`src/source/obj_pkg.sv`:
```
// ~~~~~~~~~~~~~~~~~~~~~~~~~~~~~~~~~~~~~~~~~~~~~~~~~~~~~~~~~~~~
// object layer package
// value widths, sprite table layout, line buffer fields
// and the state types of the scanner and draw FSMs
// ~~~~~~~~~~~~~~~~~~~~~~~~~~~~~~~~~~~~~~~~~~~~~~~~~~~~~~~~~~~~

package obj_pkg;

    // object ram holds 128 sprites of 4 words
    localparam int ram_aw_default = 9;

    typedef logic [ram_aw_default-1:0] obj_addr_t;
    typedef logic [15:0]               word_t;
    typedef logic [11:0]               code_t;
    // rom word address is code, row, then half select
    typedef logic [$bits(code_t)+4:0]  rom_addr_t;
    // eight pens, leftmost pixel in the low nibble
    typedef logic [31:0]               rom_word_t;
    typedef logic [8:0]                xpos_t;
    typedef logic [8:0]                ypos_t;
    // spare, shadow, priority[1:0], palette[3:0], pen[3:0]
    typedef logic [11:0]               pixel_t;

    // word offsets inside one sprite entry
    localparam logic [1:0] spr_word_y    = 2'd0;
    localparam logic [1:0] spr_word_x    = 2'd1;
    localparam logic [1:0] spr_word_code = 2'd2;
    localparam logic [1:0] spr_word_attr = 2'd3;

    // y word: visible flag on top, y in bits 8:0
    localparam int spr_visible_bit = 15;
    // attr word: palette 3:0, priority 5:4
    localparam int attr_shadow_bit = 6;
    localparam int attr_hflip_bit  = 7;

    // sprites are 16x16
    localparam int spr_size = 16;

    // shadow flag position inside a line buffer entry
    localparam int pix_shadow_bit = 10;

    typedef enum logic [2:0] {
        scan_idle,
        scan_read_y,
        scan_read_rest,
        scan_request,
        scan_wait_draw,
        scan_done
    } scan_state_t;

    typedef enum logic [2:0] {
        draw_idle,
        draw_req_low,
        draw_ack_low,
        draw_req_high,
        draw_ack_high,
        draw_write
    } draw_state_t;

endpackage

```
`src/source/obj_scan.sv`:
```
// ~~~~~~~~~~~~~~~~~~~~~~~~~~~~~~~~~~~~~~~~~~~~~~~~~~~~~~~~~~~~
// object scanner
// control register and per-line walk of the sprite table,
// issuing one draw request per sprite on the next line
// ~~~~~~~~~~~~~~~~~~~~~~~~~~~~~~~~~~~~~~~~~~~~~~~~~~~~~~~~~~~~

module obj_scan #(
    parameter int ram_aw       = 9,
    parameter int sprite_count = 32
) (
    input  logic              clk,
    input  logic              reset,
    input  logic              hs,
    input  obj_pkg::ypos_t    vdump,
    input  logic              reg_we,
    input  logic [1:0]        reg_din,
    output logic              shadow_en,
    output logic [ram_aw-1:0] scan_addr,
    input  obj_pkg::word_t    scan_data,
    output logic              draw_start,
    input  logic              draw_busy,
    output obj_pkg::code_t    code,
    output obj_pkg::xpos_t    xpos,
    output logic [3:0]        row,
    output logic [3:0]        palette,
    output logic [1:0]        prio,
    output logic              shadow,
    output logic              hflip,
    output logic              layer_en
);
    import obj_pkg::*;

    // sprite index bits above the word select
    localparam int iw = ram_aw - 2;

    scan_state_t   state;
    logic          hs_q;
    logic [iw-1:0] idx;
    logic [1:0]    wsel;
    logic [1:0]    rd_sel;
    logic          data_ok;
    ypos_t         line_q;
    ypos_t         dy;
    logic          hit;
    logic          last;

    assign scan_addr = {idx, wsel};
    // row of the sprite that falls on the target line
    assign dy   = line_q - scan_data[8:0];
    assign hit  = scan_data[spr_visible_bit] && (dy < spr_size);
    assign last = (idx == iw'(sprite_count - 1));

    // bit 0 layer enable, bit 1 shadow enable
    always_ff @(posedge clk) begin
        if (reset) begin
            layer_en  <= 1'b0;
            shadow_en <= 1'b0;
        end else if (reg_we) begin
            layer_en  <= reg_din[0];
            shadow_en <= reg_din[1];
        end
    end

    always_ff @(posedge clk) begin
        if (reset) begin
            state      <= scan_idle;
            hs_q       <= 1'b0;
            idx        <= '0;
            wsel       <= spr_word_y;
            rd_sel     <= spr_word_y;
            data_ok    <= 1'b0;
            draw_start <= 1'b0;
            line_q     <= '0;
        end else begin
            hs_q       <= hs;
            draw_start <= 1'b0;
            if (hs && !hs_q) begin
                // new line, any walk still running is dropped
                line_q  <= vdump + 1'b1;
                idx     <= '0;
                wsel    <= spr_word_y;
                data_ok <= 1'b0;
                state   <= scan_read_y;
            end else begin
                case (state)
                    scan_read_y: begin
                        // first cycle waits for the ram read
                        data_ok <= ~data_ok;
                        if (data_ok) begin
                            if (hit) begin
                                row   <= dy[3:0];
                                wsel  <= spr_word_x;
                                state <= scan_read_rest;
                            end else if (last) begin
                                state <= scan_done;
                            end else begin
                                idx   <= idx + 1'b1;
                                state <= scan_read_y;
                            end
                        end
                    end
                    scan_read_rest: begin
                        // addresses x, code, attr back to back
                        // data trails the address by one cycle
                        data_ok <= 1'b1;
                        rd_sel  <= wsel;
                        if (wsel != spr_word_attr) begin
                            wsel <= wsel + 1'b1;
                        end
                        if (data_ok) begin
                            case (rd_sel)
                                spr_word_x:    xpos <= scan_data[8:0];
                                spr_word_code: code <= scan_data[11:0];
                                default: begin
                                    palette <= scan_data[3:0];
                                    prio    <= scan_data[5:4];
                                    shadow  <= scan_data[attr_shadow_bit];
                                    hflip   <= scan_data[attr_hflip_bit];
                                    data_ok <= 1'b0;
                                    state   <= scan_request;
                                end
                            endcase
                        end
                    end
                    scan_request: begin
                        if (!draw_busy) begin
                            draw_start <= 1'b1;
                            state      <= scan_wait_draw;
                        end
                    end
                    scan_wait_draw: begin
                        // engine has taken the request once busy shows
                        if (draw_busy) begin
                            wsel <= spr_word_y;
                            if (last) begin
                                state <= scan_done;
                            end else begin
                                idx   <= idx + 1'b1;
                                state <= scan_read_y;
                            end
                        end
                    end
                    // idle and done wait for the next hs
                    default: ;
                endcase
            end
        end
    end

    // a request only goes out to an engine that is free
    a_start_free: assert property (
        @(posedge clk) disable iff (reset) draw_start |-> !draw_busy
    );

endmodule

```
`config.mk`:
```
export PLATFORM = sky130hd
export DESIGN_NAME = obj_scan
export DESIGN_NICKNAME = d
export VERILOG_FILES = /design/src/source/obj_pkg.sv /design/src/source/obj_scan.sv
export SDC_FILE = /design/constraint.sdc
export NUM_CORES = 1
export LEC_CHECK = 0
export ABC_CLOCK_PERIOD_IN_PS = 8200
export CAP_MARGIN = 20
export CORE_MARGIN = 2
export CORE_UTILIZATION = 55
export DETAILED_ROUTE_END_ITERATION = 8
export DONT_BUFFER_PORTS = 1
export MAX_ROUTING_LAYER = met4
export PLACE_DENSITY = 0.68
export SYNTH_ARGS = -nofsm -noshare
export SYNTH_HDL_FRONTEND = slang
export SYNTH_SLANG_ARGS = --single-unit
export TNS_END_PERCENT = 10
```
`constraint.sdc`:
```
create_clock -name clk -period 8.2 [get_ports clk]
set_input_delay 0.41 -clock clk [delete_from_list [all_inputs] [get_ports clk]]
set_output_delay 0.41 -clock clk [all_outputs]
set_load 0.02 [all_outputs]
```
==> results.toml, run 1 <==
[floorplanning]
fp.dieH_um = 76.53
dieArea_um2 = 5856
die_w_um = 76.53
initial_core_util_pct = 56.64
pin_count = 77
rows = 26
core_area_um2 = 5107

[power]
peakVddDrop_mv = 0.1221
power_leakage_nw = 1.123
p_per_area_nw_per_um2 = 204.3
swShare_pct = 23.52
intPower_w = 0.0004898
p_seq_share_pct = 52.0
switchingPower_w = 0.0001506
pwr-share-comb_pct = 8.6
clkPwrFrac_pct = 39.4

[critical_path]
worstSetupStartpointType = "flip-flop"
cp-end-kind = "flip-flop"
rr_startpoint = "line_q[0]$_SDFFE_PP0P_"
r2r_slack_ps = 5130
reg2reg_to = "row[3]$_DFFE_PP_"
worstPathRequired_ps = 8180
cp.arrival_ps = 3050
worstSetupPathType = "flip-flop to flip-flop"
critical_path.max_fanout = 6
worstRegToRegCells = 9

[clocking]
cts_buffers = 9
cts-hold-fix-buffers = 0
htreeDepth = 3
cts_tree = "built"
clock_path_buffers = 2
clock_sinks = 61
cts_resized = 0
clk_pin_slew_ps = 70
clk_latency_ps = 340
cts-root-buf = "clkbuf_8"
cts_setup_buffers = 0

[detailed_routing]
drc = 0
drtAntennaViolNets = 0
via_count = 1996
initialDrtViolationCount = 73
wl_per_cell_um = 14.84
firstDrtPassIters = 5
wl_um = 5209
vias_per_cell = 5.687

[grt]
antenna_found_initial = 0
grt_max_degree = 21
use_met3_pct = 6.161
groute.usage.overall_pct = 19.73
grt_pass1_wl_um = 8618
grt_pass1_vias = 1828
grt-ovfl-total = 0
gr-max-usage-layer = "met2"
use_met2_pct = 26.99
grt_util_met1_pct = 25.75

[run_status]
status = "completed"

[layout]
ff_latch_area_um2 = 1551
mostFrequentLayoutCells = "33 x edfxtp_1, 31 x nor2_1, 28 x dfxtp_1, 18 x nand2_1, 17 x inv_1"
final_common_cell = "edfxtp_1"
final_layout_size_suffix_gt1_share_pct = 8.541
final_cells = 351
fill_cells = 421
multi_input_area_um2 = 1234
fin_nets = 322
diodes = 0
area_delta_synth_final_pct = 8.348

[worst_hold_path]
hold_class = "input pin to flip-flop"
min_to = "hs_q$_SDFF_PP0_"
hold_depth = 1
hp-start = "reset"

[yosys]
postSynthCellCount = 273
ys.flop_type = "edfxtp_1"
netlist_area_um2 = 2893
yosysSeqAreaShare_pct = 53.63
synth-edff-count = 33
synth_area_per_cell_um2 = 10.60
synth-seq-cells = 61
async_flop_share_pct = 0
ys_warn_count = 0
synthDistinctLibCells = 49
syn_nets = 319

[timing]
finClkSkew_ps = 5.286
slew_headroom_pct = 54.44
rsz0062_at_grt = "no"
slew_violations = 0
tightest_slew_ps = 680.9
hold_violations = 0
finalSetupViolCount = 0
layout_worst_path_cycle_share_pct = 37.42
final.setup.tns_ps = 0
finalCriticalPeriod_ps = 3068
max_freq_mhz = 325.9

[placement]
portBuffers = 0
gp_congestion = 0.9047
dp_hpwl_um = 3850
place_inst = 335

[run]
cap_violations = 0
==> through the flow <==
| step | instance area, um^2 | hold slack (ps) | setup slack (ps) | total power (W) | utilization (%) |
|---|---|---|---|---|---|
| 2_1_floorplan | 2893 | 422.3 | 5404 | 0.0003858 | - |
| 3_3_place_gp | 2944 | 430.3 | 5125 | 0.0003934 | 57.64 |
| 3_5_place_dp | 2944 | 450.0 | 5106 | 0.0003946 | 57.64 |
| 4_1_cts | 3134 | 111.9 | 5123 | 0.0006476 | 61.37 |
| 5_1_grt | 3134 | 112.6 | 4951 | 0.0006708 | 61.37 |
| 6_report | 3134 | 130.0 | 5132 | 0.0006404 | 61.37 |
==> state kept, by name (all words and copies together) (netlist names), 2 cells and up <==
register / flops
code: 12
line_q: 9
xpos: 9
idx: 7
palette: 4
row: 4
state: 3
prio: 2
rd_sel: 2
wsel: 2
==> logic make-up (layout without fill, tap and decap cells) <==
| family | count (synthesis) | after routing | synth area share, % |
|---|---|---|---|
| AOI/OAI and AO/OA | 58 | 58 | 14.88 |
| xor gates and xnor gates | 14 | 14 | 4.239 |
| adders and majority gates | 14 | 14 | 6.315 |
| buffers and inverters | 26 | 34 | 3.720 |
| DFF | 61 | 61 | 53.63 |
| muxes | 3 | 3 | 1.038 |
| and+or+nand+nor | 97 | 97 | 16.18 |
==> worst max-delay path, cell delays in order (launching register included) <==
cell	delay, ps
dfxtp_1	350
inv_1	50
ha_1	200
fa_1	400
nand2b_1	170
a21oi_1	230
xnor2_1	180
o2111ai_2	240
or2_1	380
nor3_1	500
==> cell type report <==
cell class / count / share of cell area, %
flip-flops and latches: 61 / 49.50
multi-input cells: 186 / 39.36
clock buffers: 9 / 3.952
well taps: 70 / 2.794
clock inverters: 7 / 2.116
inverters: 17 / 2.036
repair buffers: 1 / 0.2395
==> power by group through the flow <==
stage / clock network [W] / logic, W / registers [W]
finish: 0.000252 / 0.0000550 / 0.000333
detailed placement: 0 / 0.0000548 / 0.000340
CTS: 0.000259 / 0.0000552 / 0.000333
floorplan: 0 / 0.0000484 / 0.000337
global placement: 0 / 0.0000537 / 0.000340
global route: 0.000275 / 0.0000622 / 0.000334
==> metal layers <==
layer	vias to the layer above	share of wire [%]
met1	908	49
met5	-	0
met4	0	2.6
met3	13	6.2
met2	80	42
li1	995	-
==> synth_stat cells, drive strengths merged (3+ instances only) <==
| master | number | share of area (%) |
|---|---|---|
| and2 | 4 | 0.86 |
| o21ai | 10 | 1.7 |
| nand2 | 18 | 2.3 |
| ha | 13 | 5.6 |
| and3 | 6 | 1.3 |
| or3 | 4 | 0.86 |
| mux2i | 3 | 1.0 |
| nor2 | 31 | 4.0 |
| xnor2 | 7 | 2.1 |
| inv | 17 | 2.2 |
| dfxtp | 28 | 19 |
| a211oi | 9 | 2.3 |
| o21a | 3 | 0.78 |
| clkbuf | 6 | 0.78 |
| nor3 | 3 | 0.52 |
| edfxtp | 33 | 34 |
| a21oi | 17 | 3.1 |
| nand3 | 16 | 2.8 |
| nand2b | 6 | 1.3 |
| xor2 | 7 | 2.1 |
| buf | 3 | 0.74 |
==> how the worst max path moves through the flow <==
stage | startpoint | to | slack [ps] | cells past startpoint
CTS | line_q[0]$_SDFFE_PP0P_ | row[1]$_DFFE_PP_ | 5120 | 9
global route | line_q[0]$_SDFFE_PP0P_ | row[3]$_DFFE_PP_ | 4950 | 9
finish | line_q[0]$_SDFFE_PP0P_ | row[3]$_DFFE_PP_ | 5130 | 9
global placement | scan_data[0] | row[3]$_DFFE_PP_ | 5120 | 8
detailed placement | scan_data[0] | row[1]$_DFFE_PP_ | 5110 | 8
floorplan | scan_data[0] | row[0]$_DFFE_PP_ | 5400 | 9
No activity file was read; power rests on OpenSTA's default activity.
==> run 2, diff against run 1 <==
ABC_AREA = 1   (was unset)
ABC_CLOCK_PERIOD_IN_PS = 3100   (was 8200)
clock period = 3.1 ns   (was 8.2 ns; I/O delays follow)
==> results.toml, run 2 <==
[run_status]
status = "completed"

[yosys]
yosysSeqAreaShare_pct = 52.06
ys.flop_type = "edfxtp_1"
synth-simple-area-share_pct = 22.84
synth_compound_area_share_pct = 8.774
synthTopCellsByCount = "68 x nand2_1, 51 x inv_1, 33 x edfxtp_1"
synth_mux_area_share_pct = 0
postSynthCellCount = 325
synth-seq-cells = 61
synth_top_family_by_area = "simple AND/OR/NAND/NOR gates"
synth_top_area_share_pct = 33.25
yosys.cell_count.top_type = "nand2_1"
synth_top_area_cell = "edfxtp_1"
netlist_area_um2 = 2980
yosys.area_share.xor_xnor_pct = 3.233
ys_warn_count = 0
synth_area_per_cell_um2 = 9.170
synth-edff-count = 33
async_flop_share_pct = 0
synthDistinctLibCells = 35
yosys-top-cells-area = "edfxtp_1 33%, dfxtp_1 19%, nand2_1 8.6%"
syn_nets = 371
synthAdderAreaFrac_pct = 6.129

[floorplanning]
dieArea_um2 = 6023
fp.dieH_um = 77.61
die_w_um = 77.61
rows = 26
initial_core_util_pct = 57.62
core_area_um2 = 5172
pin_count = 77

[layout]
fin_nets = 404
final_cells = 433
largest-register = "code"
reg.largest.list = "code (12), line_q (9), xpos (9)"
fin_area_um2 = 3508
final_layout_size_suffix_gt1_share_pct = 11.85
area_delta_synth_final_pct = 17.72
largest_reg_flops = 12
final_common_cell = "nand2_1"
diodes = 0
fin_util_pct = 67.83
mostFrequentLayoutCells = "68 x nand2_1, 51 x inv_1, 33 x edfxtp_1, 29 x nor2_1, 28 x dfxtp_1"

[detailed_routing]
drtAntennaViolNets = 0
wl_per_cell_um = 13.72
firstDrtPassIters = 4
vias_per_cell = 5.155
via_count = 2232
drc = 0
wl_um = 5941
initialDrtViolationCount = 117

[critical_path]
cp.arrival_ps = 2440
slowest_stage = "fa_1"
critical_path.max_fanout = 9
worstPathRequired_ps = 3090
cp-end-kind = "flip-flop"
worstSetupPathType = "flip-flop to flip-flop"
critPathLaunch = "line_q[0]$_SDFFE_PP0P_"
slowest_delay_ps = 410
crit_top_cell = "nand2_1"
crit_chain = "inv_1, ha_1, fa_1, inv_1, nand2_1, nand2_1, nand3_1, nand2_1, nand2_1, nand2_1, inv_1, nor2_4, nand3_4, nor2_1"
rr_startpoint = "line_q[0]$_SDFFE_PP0P_"
worstSetupStartpointType = "flip-flop"

[grt]
grt_max_degree = 15
groute.usage.overall_pct = 21.87
antenna_found_initial = 0
grt_pass1_vias = 2117
grt-ovfl-total = 0
grt_pass1_wl_um = 9970

[placement]
portBuffers = 0
post_dp_cell_area_um2 = 3085
dp_slack_ps = 635.2
dp_hpwl_um = 4318
place_inst = 397
gp_congestion = 0.9277

[clocking]
clock_path_buffers = 2
clock_sinks = 61
clk_pin_slew_ps = 70
cts_buffers = 9
clk_latency_ps = 330
htreeDepth = 3
cts-root-buf = "clkbuf_8"
cts_tree = "built"

[timing]
tightest_slew_ps = 675.8
slew_headroom_pct = 54.53
finClkSkew_ps = 4.995
finalCriticalPeriod_ps = 2451
max_freq_mhz = 408.0
worst_slack_ps = 649.3
rsz0062_at_grt = "no"
finalSetupViolCount = 0
slew_violations = 0
hold_violations = 0
layout_worst_path_cycle_share_pct = 79.06
final.setup.tns_ps = 0

[worst_hold_path]
hp-start = "vdump[8]"
hold_class = "input pin to flip-flop"

[power]
p_per_area_nw_per_um2 = 567.1
power_leakage_nw = 1.457
peakVddDrop_mv = 0.3915

[run]
cap_violations = 0
## run 2: cell types whose count changed in the layout (fill, tap and decap cells not counted), sizes merged, moves of 5 or more
| cell | delta |
|---|---|
| nand3 | +11 |
| nand2 | +54 |
| inv | +38 |
| dlygate4sd3 | +20 |
| nand2b | -6 |
| a211oi | -8 |
| and3 | -5 |
## run 2: where the power goes
part	internal (W)	switching (W)
registers	0.000877	0.0000306
logic	0.000116	0.000188
clock network	0.000456	0.000321
## run 2: critical path: cells and delay by family, from the launching register on
kind | cells | cell delay [ps]
simple gates | 9 | 990
flops | 1 | 310
fa+ha+maj | 2 | 610
buf+inv | 3 | 210
## run 2: cell families (layout without fill, tap and decap cells)
group           count (synthesis)  in the layout
flops                          61             61
buf+inv                        55             93
fa+ha+maj                      14             14
xor+xnor                       11             11
simple gates                  144            144
compound gates                 40             40
## run 2: path summary, 6_finish.rpt
| path | slack, ps | cells after the start | endpoint |
|---|---|---|---|
| worst max-delay path | 650 | 14 | row[2]$_DFFE_PP_ |
| worst min-delay path | 20 | 2 | line_q[8]$_SDFFE_PP0P_ |
| worst max register to register | 650 | 14 | row[2]$_DFFE_PP_ |
| worst min register to register | 490 | 2 | line_q[0]$_SDFFE_PP0P_ |
## run 2: area by class of cell
class | count | area, um^2
clock inverter | 7 | 98.84
tap | 70 | 87.58
timing repair buffer | 23 | 222.7
inverter | 54 | 202.7
fill | 411 | 1664
multi-input combinational | 209 | 1221
clock buffer | 9 | 123.9
sequential | 61 | 1551
## run 2: repair_timing
action / CTS / global route
setup buffers: 0 / 0
hold buffers: 20 / 0
endpoints found under the hold margin: 35 / 0
gates resized for setup: 0 / 0
## run 2: routing by layer
layer  wire (um)  GRT usage [%]
met1        2879          28.67
met5           0              -
met3         276          5.930
met4          80          7.679
met2        2704          32.84
## run 2: metrics by stage
step           power (W)  hold WS [ps]
2_1_floorplan   0.001151         224.1
3_3_place_gp    0.001198         226.1
3_5_place_dp    0.001204         227.6
4_1_cts         0.002004         12.30
5_1_grt         0.002096         29.52
6_report        0.001989         20.28
