==> config.mk <==
export PLATFORM = sky130hd
export DESIGN_NAME = obj_draw
export DESIGN_NICKNAME = d
export VERILOG_FILES = /design/src/source/obj_pkg.sv /design/src/source/obj_draw.sv
export SDC_FILE = /design/constraint.sdc
export NUM_CORES = 1
export LEC_CHECK = 0
export BUFFER_PORTS_ARGS = -buffer_cell sky130_fd_sc_hd__clkbuf_2
export CAP_MARGIN = 0
export CORE_MARGIN = 2
export CORE_UTILIZATION = 35
export CTS_CLUSTER_DIAMETER = 100
export DETAILED_ROUTE_END_ITERATION = 12
export SYNTH_ARGS = -nofsm -noshare
export SYNTH_HDL_FRONTEND = slang
export SYNTH_SLANG_ARGS = --single-unit
export TNS_END_PERCENT = 10
==> constraint.sdc <==
create_clock -name clk -period 3.5 [get_ports clk]
set_clock_uncertainty 0.05 [all_clocks]
set_input_delay 0.525 -clock clk [delete_from_list [all_inputs] [get_ports clk]]
set_output_delay 0.525 -clock clk [all_outputs]
set_load 0.02 [all_outputs]
==> src/source/obj_pkg.sv <==
// ~~~~~~~~~~~~~~~~~~~~~~~~~~~~~~~~~~~~~~~~~~~~~~~~~~~~~~~~~~~~
// object layer package
// value widths, sprite table layout, line buffer fields
// and the state types of the scanner and draw FSMs
// ~~~~~~~~~~~~~~~~~~~~~~~~~~~~~~~~~~~~~~~~~~~~~~~~~~~~~~~~~~~~

package obj_pkg;

    // object ram holds 128 sprites of 4 words
    localparam int ram_aw_default = 9;

    typedef logic [ram_aw_default-1:0] obj_addr_t;
    typedef logic [15:0]               word_t;
    typedef logic [11:0]               code_t;
    // rom word address is code, row, then half select
    typedef logic [$bits(code_t)+4:0]  rom_addr_t;
    // eight pens, leftmost pixel in the low nibble
    typedef logic [31:0]               rom_word_t;
    typedef logic [8:0]                xpos_t;
    typedef logic [8:0]                ypos_t;
    // spare, shadow, priority[1:0], palette[3:0], pen[3:0]
    typedef logic [11:0]               pixel_t;

    // word offsets inside one sprite entry
    localparam logic [1:0] spr_word_y    = 2'd0;
    localparam logic [1:0] spr_word_x    = 2'd1;
    localparam logic [1:0] spr_word_code = 2'd2;
    localparam logic [1:0] spr_word_attr = 2'd3;

    // y word: visible flag on top, y in bits 8:0
    localparam int spr_visible_bit = 15;
    // attr word: palette 3:0, priority 5:4
    localparam int attr_shadow_bit = 6;
    localparam int attr_hflip_bit  = 7;

    // sprites are 16x16
    localparam int spr_size = 16;

    // shadow flag position inside a line buffer entry
    localparam int pix_shadow_bit = 10;

    typedef enum logic [2:0] {
        scan_idle,
        scan_read_y,
        scan_read_rest,
        scan_request,
        scan_wait_draw,
        scan_done
    } scan_state_t;

    typedef enum logic [2:0] {
        draw_idle,
        draw_req_low,
        draw_ack_low,
        draw_req_high,
        draw_ack_high,
        draw_write
    } draw_state_t;

endpackage

==> src/source/obj_draw.sv <==
// ~~~~~~~~~~~~~~~~~~~~~~~~~~~~~~~~~~~~~~~~~~~~~~~~~~~~~~~~~~~~
// sprite draw engine
// two rom fetches over req/ack, then 16 pixel writes
// into the line buffer with transparency and clipping
// ~~~~~~~~~~~~~~~~~~~~~~~~~~~~~~~~~~~~~~~~~~~~~~~~~~~~~~~~~~~~

module obj_draw #(
    parameter int line_width = 320
) (
    input  logic               clk,
    input  logic               reset,
    input  logic               layer_en,
    input  logic               draw_start,
    input  obj_pkg::code_t     code,
    input  obj_pkg::xpos_t     xpos,
    input  logic [3:0]         row,
    input  logic [3:0]         palette,
    input  logic [1:0]         prio,
    input  logic               shadow,
    input  logic               hflip,
    output logic               draw_busy,
    output logic               rom_req,
    output obj_pkg::rom_addr_t rom_addr,
    input  logic               rom_ack,
    input  obj_pkg::rom_word_t rom_data,
    output logic               buf_we,
    output obj_pkg::xpos_t     buf_x,
    output obj_pkg::pixel_t    buf_pixel,
    input  logic               buf_taken
);
    import obj_pkg::*;

    draw_state_t state;
    code_t       code_q;
    xpos_t       xpos_q;
    logic [3:0]  row_q;
    logic [3:0]  pal_q;
    logic [1:0]  prio_q;
    logic        shadow_q;
    logic        hflip_q;
    logic        half;
    rom_word_t   lo_q;
    rom_word_t   hi_q;
    logic [3:0]  cnt;
    logic [3:0]  src;
    logic [63:0] row_bits;
    logic [3:0]  pen;
    logic [9:0]  x_full;

    // address only moves at request start, so it holds during req
    assign rom_addr = {code_q, row_q, half};

    // pixel 15 goes out first when flipped
    assign row_bits  = {hi_q, lo_q};
    assign src       = hflip_q ? ~cnt : cnt;
    assign pen       = row_bits[{src, 2'b00} +: 4];
    // extra bit keeps x past 511 from wrapping to the left
    assign x_full    = {1'b0, xpos_q} + cnt;
    assign buf_x     = x_full[8:0];
    assign buf_pixel = {1'b0, shadow_q, prio_q, pal_q, pen};

    // pen 0 is transparent, an earlier sprite keeps its pixel
    assign buf_we = (state == draw_write) && layer_en && (pen != 4'd0)
                    && !buf_taken && (x_full < line_width);

    always_ff @(posedge clk) begin
        if (reset) begin
            state     <= draw_idle;
            draw_busy <= 1'b0;
            rom_req   <= 1'b0;
            half      <= 1'b0;
            cnt       <= '0;
        end else begin
            case (state)
                draw_idle: begin
                    if (draw_start) begin
                        code_q    <= code;
                        xpos_q    <= xpos;
                        row_q     <= row;
                        pal_q     <= palette;
                        prio_q    <= prio;
                        shadow_q  <= shadow;
                        hflip_q   <= hflip;
                        // ack is already low after the last fetch
                        half      <= 1'b0;
                        rom_req   <= 1'b1;
                        draw_busy <= 1'b1;
                        state     <= draw_req_low;
                    end
                end
                draw_req_low: begin
                    if (rom_ack) begin
                        lo_q    <= rom_data;
                        rom_req <= 1'b0;
                        state   <= draw_ack_low;
                    end
                end
                draw_ack_low: begin
                    // second fetch only once ack has dropped
                    if (!rom_ack) begin
                        half    <= 1'b1;
                        rom_req <= 1'b1;
                        state   <= draw_req_high;
                    end
                end
                draw_req_high: begin
                    if (rom_ack) begin
                        hi_q    <= rom_data;
                        rom_req <= 1'b0;
                        state   <= draw_ack_high;
                    end
                end
                draw_ack_high: begin
                    if (!rom_ack) begin
                        cnt   <= '0;
                        state <= draw_write;
                    end
                end
                draw_write: begin
                    cnt <= cnt + 1'b1;
                    if (cnt == 4'd15) begin
                        draw_busy <= 1'b0;
                        state     <= draw_idle;
                    end
                end
                default: state <= draw_idle;
            endcase
        end
    end

    // the rom may sample the address at any point of the request
    a_addr_stable: assert property (
        @(posedge clk) disable iff (reset) rom_req && $past(rom_req) |-> $stable(rom_addr)
    );

endmodule

==> metrics.log, run 1 <==
[metrics] clock sink total: between 100 and 150
[metrics] register bit total from synthesis: ~110
[metrics] FMAX: between 300 and 400 MHz
[metrics] First DRT Iteration DRCs: 343
[metrics] leakage power: between 0.002 and 0.0025 uW
[metrics] register area share after synthesis: 63.1%
[metrics] library cell with the largest summed area after synthesis: sky130_fd_sc_hd__edfxtp_1
[metrics] relative slew slack: 62.2%
[metrics] final standard cell area without fillers: between 5000 and 6000 um2
[metrics] ys async rst share: 0%
[metrics] Hold Path Cell Cnt: 1
[metrics] critical path class: reg -> out
[metrics] Final period util: a little over nine tenths
[metrics] kind of end point of the critical path: output port
[metrics] CP max FO: 11
[metrics] leading register cell type out of synthesis: sky130_fd_sc_hd__edfxtp_1
[metrics] number of buffers created by CTS: 9
[metrics] area added between synthesis and finish: 21.5%
[metrics] count of buffers inserted at the top-level ports: 110
[metrics] area of the core: approximately 14000 um2
[metrics] DRC violation count after routing: 0
[metrics] # Max-Cap Violations: 0
[metrics] average via count per standard cell: around 5.3
[metrics] worst hold path endpoint: row_q[3]$_DFFE_PP_
[metrics] cell types occupying the most area after synthesis: sky130_fd_sc_hd__edfxtp_1 (59%), sky130_fd_sc_hd__mux4_2 (4.1%), sky130_fd_sc_hd__dfxtp_1 (4.1%)
[metrics] launch instance of the worst register-to-register path: state[0]$_SDFFE_PP0P_
[metrics] final sum of negative setup slack: 0 ns
[metrics] count of distinct cell types in the synthesized netlist: 53
[metrics] hold slack final: approximately 0.30 ns
[metrics] number of vias after detailed routing: ~3400
[metrics] Worst Min Path Start: row[3]
[metrics] commonest cells in the synthesized netlist: sky130_fd_sc_hd__edfxtp_1 (97), sky130_fd_sc_hd__nor2_1 (23), sky130_fd_sc_hd__o22ai_1 (23)
[metrics] initial core utilization: approximately 36%
[metrics] clock-pin slew reported for the worst setup and hold paths after clock tree synthesis: 0.07 ns
[metrics] Final Total Pwr: about 2800 uW
[metrics] final routed wire length divided by cell count: about 17 um
[metrics] worst vdd rail ir drop: between 0.2 and 0.3 mV
[metrics] Worst R2R Path Depth: 3
[metrics] Netlist Area Pre-Place: approximately 5000 um2
[metrics] number of pins exceeding their max-slew limit in the final report: 0
[metrics] Total Routed Length: around 11 mm
[metrics] status: completed
[metrics] post-CTS setup buffers: 0
[metrics] Reg2Reg Setup Slack: roughly 1.3 ns
[metrics] largest net degree at the start of global routing: 36
[metrics] floorplan row count: between 40 and 50
[metrics] later-pin clock latency in the skew report: around 0.35 ns
[metrics] # IOs: approximately 110
[metrics] arrival time at the worst endpoint: roughly 2.7 ns
[metrics] required time worst endpoint: ~2.9 ns
[metrics] last weighted congestion value of the routability-driven placer: 0.847
[metrics] Post-synth EDFFs: 97
[metrics] number of instances in the synthesized netlist: around 360
[metrics] Placed Instance Area: 5650 um2
[metrics] count of H-tree levels built during CTS: 3
[metrics] CTS tree: yes
[metrics] Synthesis Warnings: 0
[metrics] GR Util All Layers: ~15%
[metrics] maximum clock insertion buffer count: 2
[metrics] overflow left after global routing: 0
[metrics] transition at the pin with the smallest max-transition slack: roughly 0.56 ns
[metrics] Die Span Y: about 120 um
[metrics] horizontal die dimension: ~120 um
[metrics] most instantiated library cell after synthesis: sky130_fd_sc_hd__edfxtp_1
[metrics] root buffer cell: sky130_fd_sc_hd__clkbuf_16
[metrics] DPL Wire Length: about 8 mm
[metrics] type of the most critical hold path: in -> reg
[metrics] DRT Pass-1 Iters: 4
[metrics] overall die area: between 15000 and 20000 um2
[metrics] layout filler cell count: around 1300
[metrics] layout cell share with drive strength beyond 1: around a third
[metrics] average footprint of a synthesized cell: around 14 um2
[metrics] post-route core utilization: between 40 and 50%
[metrics] number of nets in the synthesized netlist: between 400 and 500
[metrics] antenna violations before repair: 1
[metrics] unrepaired setup endpoints after global routing: no
[metrics] global-route wire length before repair: roughly 17 mm
[metrics] Final Hold Viols: 0
[metrics] power density normalized to cell area: 470 nW/um2
[metrics] fin crit period: 3.31 ns
[metrics] number of setup violations in the final report: 0
[metrics] kind of start point of the critical path: flip-flop
[metrics] Synth top area share: 59.0%
[metrics] number of antenna-violating nets in the routed design: 0
[metrics] net count reported at finish: roughly 540
[metrics] vias in the first global route: approximately 3400
[metrics] end of the worst register-to-register path: xpos_q[0]$_DFFE_PP_
-- power breakdown --
part / leakage [uW] / internal, uW / total [uW] / switching, uW
sequential: 0.000965 / 1440 / 1470 / 26.5
combinational: 0.00106 / 85.9 / 207 / 121
clock: 0.000161 / 697 / 1140 / 447
-- layout make-up --
type	count	area (um2)	share of cell area, %
flip-flops and latches	107	3110	51.9
multi-input cells	213	1630	27.2
repair buffers	122	653	10.9
clock buffers	9	225	3.76
well taps	180	225	3.76
clock inverters	7	114	1.90
inverters	8	30.0	0.501
diodes	1	2.50	0.0417
-- cell families (layout without fill, tap and decap cells) --
family / count (synthesis) / count (layout) / synth area share (%)
other cells: 1 / 2 / 0.0760
fa+ha+maj: 6 / 6 / 1.67
mux: 22 / 22 / 6.74
compound gates: 102 / 102 / 14.6
flops: 107 / 107 / 63.1
buf+inv: 37 / 146 / 4.36
simple gates: 73 / 73 / 7.50
xor+xnor: 9 / 9 / 1.98
-- what timing repair did --
action	CTS	global route
gates resized for setup	0	1
endpoints found under the setup margin	0	1
hold buffers	0	0
-- worst max path at each step --
stage               depth (start not counted)                 to                  start  slack, ns
finish                                     10             buf_we      hflip_q$_DFFE_PP_       0.19
global route                               10             buf_we    cnt[1]$_SDFFE_PP0P_       0.03
CTS                                        10             buf_we      hflip_q$_DFFE_PP_       0.11
detailed placement                         10             buf_we      hflip_q$_DFFE_PP_       0.50
global placement                           10             buf_we      hflip_q$_DFFE_PP_       0.55
floorplan                                   3  lo_q[0]$_DFFE_PP_  state[0]$_SDFFE_PP0P_      -0.04
-- critical path, cell delays in order, from the launching register on --
cell,delay [ns]
sky130_fd_sc_hd__edfxtp_1,0.46
sky130_fd_sc_hd__buf_4,0.22
sky130_fd_sc_hd__or2_4,0.30
sky130_fd_sc_hd__o22ai_2,0.16
sky130_fd_sc_hd__nor3_1,0.07
sky130_fd_sc_hd__a311oi_2,0.28
sky130_fd_sc_hd__o211ai_2,0.15
sky130_fd_sc_hd__nor4_2,0.36
sky130_fd_sc_hd__buf_4,0.18
sky130_fd_sc_hd__a211oi_1,0.05
sky130_fd_sc_hd__clkbuf_2,0.17
-- layout by cell type (no fill, tap or decap), drive strengths merged, types with 3 or more instances in the layout --
master	instances
o21ai	11
nand2b	7
o22ai	24
nor2	23
a31oi	7
mux4	9
nand4	4
clkbuf	119
and3	3
o22a	3
a22oi	4
ha	5
mux2i	13
nor3	7
a211oi	4
buf	12
nand3	3
o211ai	7
nand2	13
o221ai	10
bufinv	3
edfxtp	97
a21o	4
inv	9
xnor2	4
xor2	5
a221oi	9
a21oi	12
dfxtp	10
-- metal layers --
layer | global-route usage (%) | wire [um] | up-vias
met5 | 0 | 0 | -
met2 | 23.7 | 5400 | 101
met1 | 19.8 | 4870 | 1688
li1 | - | - | 1635
met4 | 9.20 | 363 | 0
met3 | 3.02 | 536 | 23
-- flip-flops by register name (all words and copies together), names as in the netlist --
signal / count
state: 3
half: 1
rom_req: 1
prio_q: 2
xpos_q: 9
shadow_q: 1
row_q: 4
lo_q: 32
cnt: 4
hi_q: 32
hflip_q: 1
draw_busy: 1
pal_q: 4
code_q: 12
-- metrics by stage --
step / cells / worst slack (ns)
6_report: 647 / 0.192
5_1_grt: 647 / 0.0264
4_1_cts: 646 / 0.109
3_5_place_dp: 630 / 0.501
3_3_place_gp: 630 / 0.554
2_1_floorplan: 357 / -0.0373
Power figures use the tool's default switching activity.
==> run 2, diff against run 1 <==
- SETUP_SLACK_MARGIN: not set -> 0.2
==> metrics.log, run 2 (synthesized netlist as in run 1, its figures left out) <==
[metrics] status: completed
[metrics] First DRT Iteration DRCs: between 300 and 400
[metrics] Worst Setup Slack, final: 0.256 ns
[metrics] Final Hold Viols: 0
[metrics] number of antenna-violating nets in the routed design: 0
[metrics] hold slack final: about 0.3 ns
[metrics] CTS tree: yes
[metrics] Final period util: approximately 93%
[metrics] Worst Min Path Start: row[3]
[metrics] type of the most critical hold path: in -> reg
[metrics] number of setup violations in the final report: 0
[metrics] leakage power: ~0.0022 uW
[metrics] largest registers in the final layout: hi_q x32, lo_q x32, code_q x12
[metrics] initial core utilization: between 30% and 40%
[metrics] cell-by-cell listing of the critical path: buf_6 > xnor2_4 > mux2i_1 > a22oi_1 > o22ai_1 > o22ai_2 > nor4_2 > buf_4 > a211oi_1 > clkbuf_2
[metrics] # IOs: around 110
[metrics] area added between synthesis and finish: 22.8%
[metrics] floorplan row count: between 40 and 50
[metrics] DPL Wire Length: roughly 8.0 mm
[metrics] count of buffers inserted at the top-level ports: 110
[metrics] critical path class: reg -> out
[metrics] Reg2Reg Setup Slack: about 1.3 ns
[metrics] later-pin clock latency in the skew report: 0.35 ns
[metrics] GR Util All Layers: 15.3%
[metrics] power density normalized to cell area: roughly 460 nW/um2
[metrics] average via count per standard cell: 5.36
[metrics] horizontal die dimension: 123 um
[metrics] clock sink total: ~110
[metrics] antenna violations before repair: 1
[metrics] FMAX: slightly above 300 MHz
[metrics] relative slew slack: roughly 62%
[metrics] Critical Path Slowest Stage Cell: sky130_fd_sc_hd__edfxtp_1
[metrics] Hold Path Cell Cnt: 1
[metrics] multi-input logic area: 1650 um2
[metrics] vias in the first global route: about 3400
[metrics] net count reported at finish: roughly 540
[metrics] number of vias after detailed routing: between 3000 and 4000
[metrics] maximum single-stage delay on the critical path: roughly 0.48 ns
[metrics] Placed Instance Area: approximately 5600 um2
[metrics] CP max FO: 12
[metrics] clock-pin slew reported for the worst setup and hold paths after clock tree synthesis: about 0.07 ns
[metrics] kind of start point of the critical path: flip-flop
[metrics] count of H-tree levels built during CTS: 3
[metrics] root buffer cell: sky130_fd_sc_hd__clkbuf_16
[metrics] DRC violation count after routing: 0
[metrics] transition at the pin with the smallest max-transition slack: approximately 0.56 ns
[metrics] overflow left after global routing: 0
[metrics] commonest non-fill, non-tap cells in the layout: sky130_fd_sc_hd__clkbuf_2 (110), sky130_fd_sc_hd__edfxtp_1 (97), sky130_fd_sc_hd__nor2_1 (23)
[metrics] DP Worst Slack: between 0.5 and 0.6 ns
[metrics] maximum clock insertion buffer count: 2
[metrics] global-route wire length before repair: between 15 and 20 mm
[metrics] # Max-Cap Violations: 0
[metrics] final sum of negative setup slack: 0 ns
[metrics] number of buffers created by CTS: 9
[metrics] Worst R2R Path Depth: 3
[metrics] kind of end point of the critical path: output port
[metrics] Critical Path Source: hflip_q$_DFFE_PP_
[metrics] worst vdd rail ir drop: approximately 0.26 mV
[metrics] Total Routed Length: around 11 mm
[metrics] number of pins exceeding their max-slew limit in the final report: 0
[metrics] launch instance of the worst register-to-register path: state[0]$_SDFFE_PP0P_
[metrics] area of the core: 13800 um2
[metrics] Die Span Y: roughly 120 um
[metrics] combined flip-flop and latch cell area: ~3100 um2
[metrics] last weighted congestion value of the routability-driven placer: between 0.8 and 0.9
[metrics] layout filler cell count: roughly 1300
[metrics] Post-CTS Hold Buffers: 0
[metrics] DRT Pass-1 Iters: 4
[metrics] final standard cell area without fillers: between 6000 and 7000 um2
[metrics] fin crit period: around 3.2 ns
[metrics] most frequent standard cell in the layout excluding fill and tap cells: sky130_fd_sc_hd__clkbuf_2
[metrics] arrival time at the worst endpoint: between 2 and 3 ns
[metrics] largest net degree at the start of global routing: 36
[metrics] required time worst endpoint: between 2 and 3 ns
[metrics] unrepaired setup endpoints after global routing: yes
[metrics] layout cell share with drive strength beyond 1: between 30% and 40%
[metrics] overall die area: about 15000 um2
[metrics] final routed wire length divided by cell count: 17.2 um
[run 2: cell types whose count changed in the layout (fill, tap and decap cells not counted), sizes merged]
cell | previous run | this run
buf | 12 | 15
inv | 9 | 8
clkinvlp | 1 | 2
[run 2: worst paths after layout]
path,to
worst min register to register,half$_SDFFE_PP0P_
worst max register to register,xpos_q[0]$_DFFE_PP_
worst min-delay path,row_q[3]$_DFFE_PP_
worst max-delay path,buf_we
[run 2: routing by layer]
metal,vias up,global-route usage (%),part of all wire [%]
li1,1635,-,-
met1,1725,19.8,44
met2,98,23.8,49
met3,23,2.97,4.3
met4,0,8.91,3.2
met5,-,0,0
[run 2: cell type report]
class                           count  share of cell area, %
Timing Repair Buffer              125                   11.5
Inverter                            8                  0.557
Multi-Input combinational cell    213                   27.2
Clock inverter                      7                   1.88
Sequential cell                   107                   51.4
Tap cell                          180                   3.72
Antenna cell                        1                 0.0413
Clock buffer                        9                   3.72
[run 2: power by group]
group          internal (uW)  total (uW)  switching (uW)
Sequential              1440        1470            26.7
Combinational           88.7         211             122
Clock                    697        1140             445
Total                   2220        2820             594
[run 2: repair_timing]
item	in CTS	in global routing
pin swaps	1	1
endpoints found under the setup margin	1	1
resized for setup	3	10
buffers inserted	0	3
[run 2: metrics by stage]
step / power (uW) / instances / util, %
after CTS: 2850 / 646 / 43.4
final: 2820 / 650 / 43.8
after floorplan: 1610 / 357 / -
after global placement: 1700 / 630 / 40.8
after global routing: 2920 / 650 / 43.8
after detailed placement: 1700 / 630 / 40.8
[run 2: worst max-delay path, delay by kind of cell, from the launching register on]
family / cells / cell delay (ns)
buffers and inverters: 3 / 0.56
muxes: 1 / 0.22
AOI/OAI and AO/OA: 4 / 0.50
and+or+nand+nor: 1 / 0.35
xor gates and xnor gates: 1 / 0.21
DFF: 1 / 0.48
